**src/rtl/wb_pkg.sv**
```systemverilog
`default_nettype none

package wb_pkg;

	// ------------------------------
	// widths of the generated buffer
	// ------------------------------
	localparam int LANES       = 16;              // weights packed per word
	localparam int ROWS        = 3;               // kernel-row banks
	localparam int ADDR_BITS   = 6;               // 64 words per bank
	localparam int WEIGHT_BITS = 18;
	localparam int WORD_BITS   = LANES * WEIGHT_BITS;
	localparam int DEPTH       = 1 << ADDR_BITS;

	// a full product is 36 bits, sixteen of them need 4 more for growth
	localparam int PROD_BITS   = 2 * WEIGHT_BITS;
	localparam int ACC_BITS    = PROD_BITS + 4;

	// ------------------------------
	// vector types
	// ------------------------------
	typedef logic signed [WEIGHT_BITS-1:0] weight_t;
	typedef logic        [WORD_BITS-1:0]   word_t;    // lane k sits at bits 18k +: 18
	typedef logic        [ADDR_BITS-1:0]   addr_t;
	typedef logic        [1:0]             bank_t;    // only 0 to 2 select a bank
	typedef logic signed [ACC_BITS-1:0]    acc_t;
	typedef logic        [3:0]             lane_cnt_t;

	// loader FSM
	typedef enum logic {
		LOAD_COLLECT,
		LOAD_COMMIT
	} load_state_t;

endpackage

`default_nettype wire

```
**src/rtl/weight_loader.sv**
```systemverilog
`timescale 1ns/1ps
`default_nettype none

// collects 16 serial weights into one word, then writes it into one bank
module weight_loader (
	input  wire logic          clk,
	input  wire logic          reset,
	input  wire logic          lane_valid,
	input  wire wb_pkg::weight_t lane_data,
	input  wire wb_pkg::bank_t load_bank,
	input  wire wb_pkg::addr_t load_addr,
	output logic               wr_en,
	output wb_pkg::bank_t      wr_bank,
	output wb_pkg::addr_t      wr_addr,
	output wb_pkg::word_t      wr_word,
	output logic               load_busy
);

	wb_pkg::load_state_t state;
	wb_pkg::lane_cnt_t   lane_cnt;
	logic                lane_accept;
	logic                last_lane;

	// lanes that arrive during the commit cycle are dropped
	assign lane_accept = (state == wb_pkg::LOAD_COLLECT) && lane_valid;
	assign last_lane   = (lane_cnt == wb_pkg::lane_cnt_t'(wb_pkg::LANES - 1));

	assign wr_en     = (state == wb_pkg::LOAD_COMMIT);
	assign load_busy = lane_accept || (lane_cnt != '0) || wr_en;

	// ------------------------------
	// control
	// ------------------------------
	always_ff @(posedge clk) begin
		if (reset) begin
			state    <= wb_pkg::LOAD_COLLECT;
			lane_cnt <= '0;
		end else begin
			case (state)
				wb_pkg::LOAD_COLLECT: begin
					if (lane_valid) begin
						lane_cnt <= lane_cnt + wb_pkg::lane_cnt_t'(1);    // wraps to 0 after lane 15
						if (last_lane) begin
							state <= wb_pkg::LOAD_COMMIT;
						end
					end
				end
				wb_pkg::LOAD_COMMIT: state <= wb_pkg::LOAD_COLLECT;
				default:             state <= wb_pkg::LOAD_COLLECT;
			endcase
		end
	end

	// ------------------------------
	// payload
	// ------------------------------
	always_ff @(posedge clk) begin
		if (lane_accept) begin
			// shift in from the top so lane 0 ends up in bits 17:0
			wr_word <= {lane_data, wr_word[wb_pkg::WORD_BITS-1:wb_pkg::WEIGHT_BITS]};
			if (lane_cnt == '0) begin
				wr_bank <= load_bank;
				wr_addr <= load_addr;
			end
		end
	end

	a_bank_in_range: assert property (@(posedge clk) disable iff (reset)
		(lane_accept && lane_cnt == '0) |-> (load_bank < wb_pkg::bank_t'(wb_pkg::ROWS)))
		else $error("load_bank %0d selects no bank", load_bank);

endmodule

`default_nettype wire

```
**config.mk**
```make
export PLATFORM = sky130hd
export DESIGN_NAME = weight_loader
export DESIGN_NICKNAME = d
export VERILOG_FILES = /design/src/rtl/wb_pkg.sv /design/src/rtl/weight_loader.sv
export SDC_FILE = /design/constraint.sdc
export NUM_CORES = 1
export LEC_CHECK = 0
export BUFFER_PORTS_ARGS = -buffer_cell sky130_fd_sc_hd__buf_2
export CORE_ASPECT_RATIO = 0.6
export CORE_MARGIN = 2
export CORE_UTILIZATION = 44
export DETAILED_ROUTE_END_ITERATION = 10
export GPL_ROUTABILITY_DRIVEN = 0
export PLACE_DENSITY = 0.74
export SETUP_SLACK_MARGIN = 0.1
export SLEW_MARGIN = 30
export SYNTH_ARGS = -nofsm -noshare
export SYNTH_HDL_FRONTEND = slang
export SYNTH_SLANG_ARGS = --single-unit
```
**constraint.sdc**
```tcl
create_clock -name clk -period 5.36 [get_ports clk]
set_input_delay 0.268 -clock clk [delete_from_list [all_inputs] [get_ports clk]]
set_output_delay 0.268 -clock clk [all_outputs]
set_load 0.1 [all_outputs]
```
==> out/qor.txt <==
Hold Fails Final Rpt - 0
Synthesized instance count - 322
Synth cell types - 18
Status - finished, final reports clean
Initial DRC Count - 293
Mapped Nets - 353
Crit-path cells - inv_1, ha_1, nor4b_1, or2b_2, buf_2
Layout net count - 738
Initial antenna violation count - 0
Core area - 0.0202 mm²
Post-Syn Area - 0.00914 mm²
Final Cycle Share - 0.444
Initial Util - 0.453
CP Max Fanout - 4
Peak VDD IR - 0.311 mV
Port Buffers - 326
Horiz. Die Dim - 190 µm
Clock-pin slew on the worst setup and hold paths - 0.06 ns
Layout cell share with drive strength beyond 1 - 0.509
Worst-Skew Late Latency - 0.52 ns
Vias - 4572
Vias per std cell - 4.57
CTS Buffer Depth - 3
Nature of the critical path endpoint - primary output
Post-CTS Setup Inserts - 0
CP max stage delay - 0.37 ns
Routed Antenna Nets - 0
Clock root buffer - clkbuf_16
First-pass GRT wire length - 26700 µm
Vias in the first global route - 4638
RSZ-0062 raised after global routing - false
# IOs - 327
CTS tree - built
Fill count - 1448
Yosys warns - 0
DRT Pass-1 Iters - 4
Fin util - 0.609
Hold slack - 0.0897 ns
Clock Sinks - 301
Rel. slew slack - 0.480
Post-DP HPWL - 12500 µm
Synth Area per Inst - 28.4 µm²
Die ar. - 0.0220 mm²
Slew @ Worst Pin - 0.779 ns
CTS Buf Count - 26
Worst Setup Start Kind - flip-flop
Area Overhead vs Synth - 34.3%
Routed len/inst - 18.6 µm
Setup TNS - 0 ns
Worst min path class - in2reg
Global Route Usage Sum - 0.159
Pin count of the biggest net entering global routing - 90
Leak - 4.84 nW
Max-cap check violation count - 0
Fin Clk Skew - 0.0141 ns
Fin. max-slew vios - 0
CP max stage cell - nor4b_1
Arrival @ worst endpoint - 2.11 ns
Routed wire length - 18600 µm
Ant diodes - 0
H-tree levels - 1
Setup CP Type - reg2out
Seq/Total Area, Yosys - 0.983
Global route total overflow - 0
Die Height - 116 µm
Tmin final - 2.38 ns
DR DRC count - 0
# rows - 40
P per Cell Area - 474 mW/mm²
Synth Register Bits - 301
Worst EP required - 5.09 ns
Final setup vio count - 0
Highest Clock Rate - 420 MHz
==> final timing paths <==
| path | start | to | slack [ns] | cells past startpoint |
|---|---|---|---|---|
| worst max register to register | wr_en | wr_word[230] | 3.14 | 3 |
| worst max-delay path | lane_cnt[0] | load_busy | 2.98 | 5 |
| worst min-delay path | lane_valid | wr_en | 0.09 | 3 |
| worst min register to register | wr_word[116] | wr_word[98] | 0.44 | 0 |
==> final cells by class <==
class / instances / area, µm² / area share
Timing Repair Buffer: 357 / 1940 / 0.158
Clock buffer: 32 / 694 / 0.0566
Multi-Input combinational cell: 19 / 146 / 0.0119
Sequential cell: 301 / 8990 / 0.733
Clock inverter: 16 / 153 / 0.0124
Tap cell: 273 / 342 / 0.0278
Inverter: 2 / 7.51 / 0.000612
==> state kept, by name, summed over array words and instances, names as in the netlist <==
name and count:
wr_word 288, wr_addr 6, lane_cnt 4, wr_bank 2, wr_en 1
==> synth_stat cells <==
library cell	instances	area, µm²
nand2_1	1	3.75
and2_2	1	7.51
xor2_1	1	8.76
or2b_2	1	8.76
nand4_1	1	6.26
edfxtp_1	296	8890
dfxtp_1	5	100
nor2_1	4	15.0
nor2b_1	1	6.26
nor3_1	1	5.00
mux2i_1	1	10.0
inv_1	2	7.51
nor2b_4	1	13.8
xnor2_1	1	8.76
nor4b_1	1	8.76
ha_1	2	25.0
nand3b_1	1	7.51
mux2_1	1	11.3
==> worst max-delay path: cells and delay by family (launching register included) <==
family,cells,cell delay [ns]
buf+inv,2,0.37
flops,1,0.36
fa+ha+maj,1,0.16
simple gates,2,0.70
==> logic make-up after synthesis <==
group | synth area share
adder cells (fa/ha/maj) | 0.00274
buffers and inverters | 0.000821
XOR/XNOR | 0.00192
AND/OR/NAND/NOR | 0.00903
flip-flops | 0.983
multiplexers | 0.00233
==> metrics by stage <==
| stage | instance area [µm²] | power [mW] | cells | setup WS, ns |
|---|---|---|---|---|
| floorplan | 9150 | 3.84 | 322 | -0.302 |
| global placement | 11100 | 3.99 | 925 | 3.20 |
| detailed placement | 11100 | 4.01 | 925 | 3.11 |
| CTS | 12300 | 5.88 | 1000 | 2.97 |
| global route | 12300 | 6.01 | 1000 | 2.92 |
| finish | 12300 | 5.82 | 1000 | 2.98 |
==> repair_timing <==
action	4_1_cts	5_1_grt
hold endpoints to repair	30	0
hold buffers	27	0
resized for setup	0	0
==> per-layer routing <==
metal | routed length, µm | global-route usage | vias to the layer above
met3 | 1730 | 0.0557 | 24
met4 | 300 | 0.0382 | 0
met1 | 7250 | 0.200 | 2256
met5 | 0 | 0 | -
met2 | 9300 | 0.271 | 222
li1 | - | - | 2070
==> layout by cell type, fill, tap and decap left out <==
| master | Yosys | routed |
|---|---|---|
| nor3_1 | 1 | 1 |
| buf_4 | 0 | 2 |
| ha_1 | 2 | 2 |
| xor2_1 | 1 | 1 |
| clkbuf_1 | 0 | 5 |
| mux2_1 | 1 | 1 |
| dlygate4sd3_1 | 0 | 27 |
| buf_2 | 0 | 326 |
| clkinvlp_4 | 0 | 1 |
| nand4_1 | 1 | 1 |
| dfxtp_4 | 0 | 1 |
| nand2_1 | 1 | 1 |
| buf_6 | 0 | 2 |
| mux2i_1 | 1 | 1 |
| nor4b_1 | 1 | 1 |
| nor2_1 | 4 | 4 |
| nand3b_1 | 1 | 1 |
| bufinv_16 | 0 | 3 |
| and2_2 | 1 | 1 |
| clkinv_2 | 0 | 4 |
| inv_1 | 2 | 2 |
| clkbuf_16 | 0 | 27 |
| clkinv_1 | 0 | 7 |
| inv_6 | 0 | 1 |
| nor2b_1 | 1 | 1 |
| dfxtp_1 | 5 | 4 |
| edfxtp_1 | 296 | 296 |
| xnor2_1 | 1 | 1 |
| or2b_2 | 1 | 1 |
| nor2b_4 | 1 | 1 |
==> power breakdown <==
group	switching [mW]	internal (mW)	total (mW)
Combinational	1.04	0.109	1.15
Clock	0.788	1.07	1.85
Sequential	0.0683	2.75	2.82
Total	1.90	3.92	5.82
No activity file was read; power rests on OpenSTA's default activity.
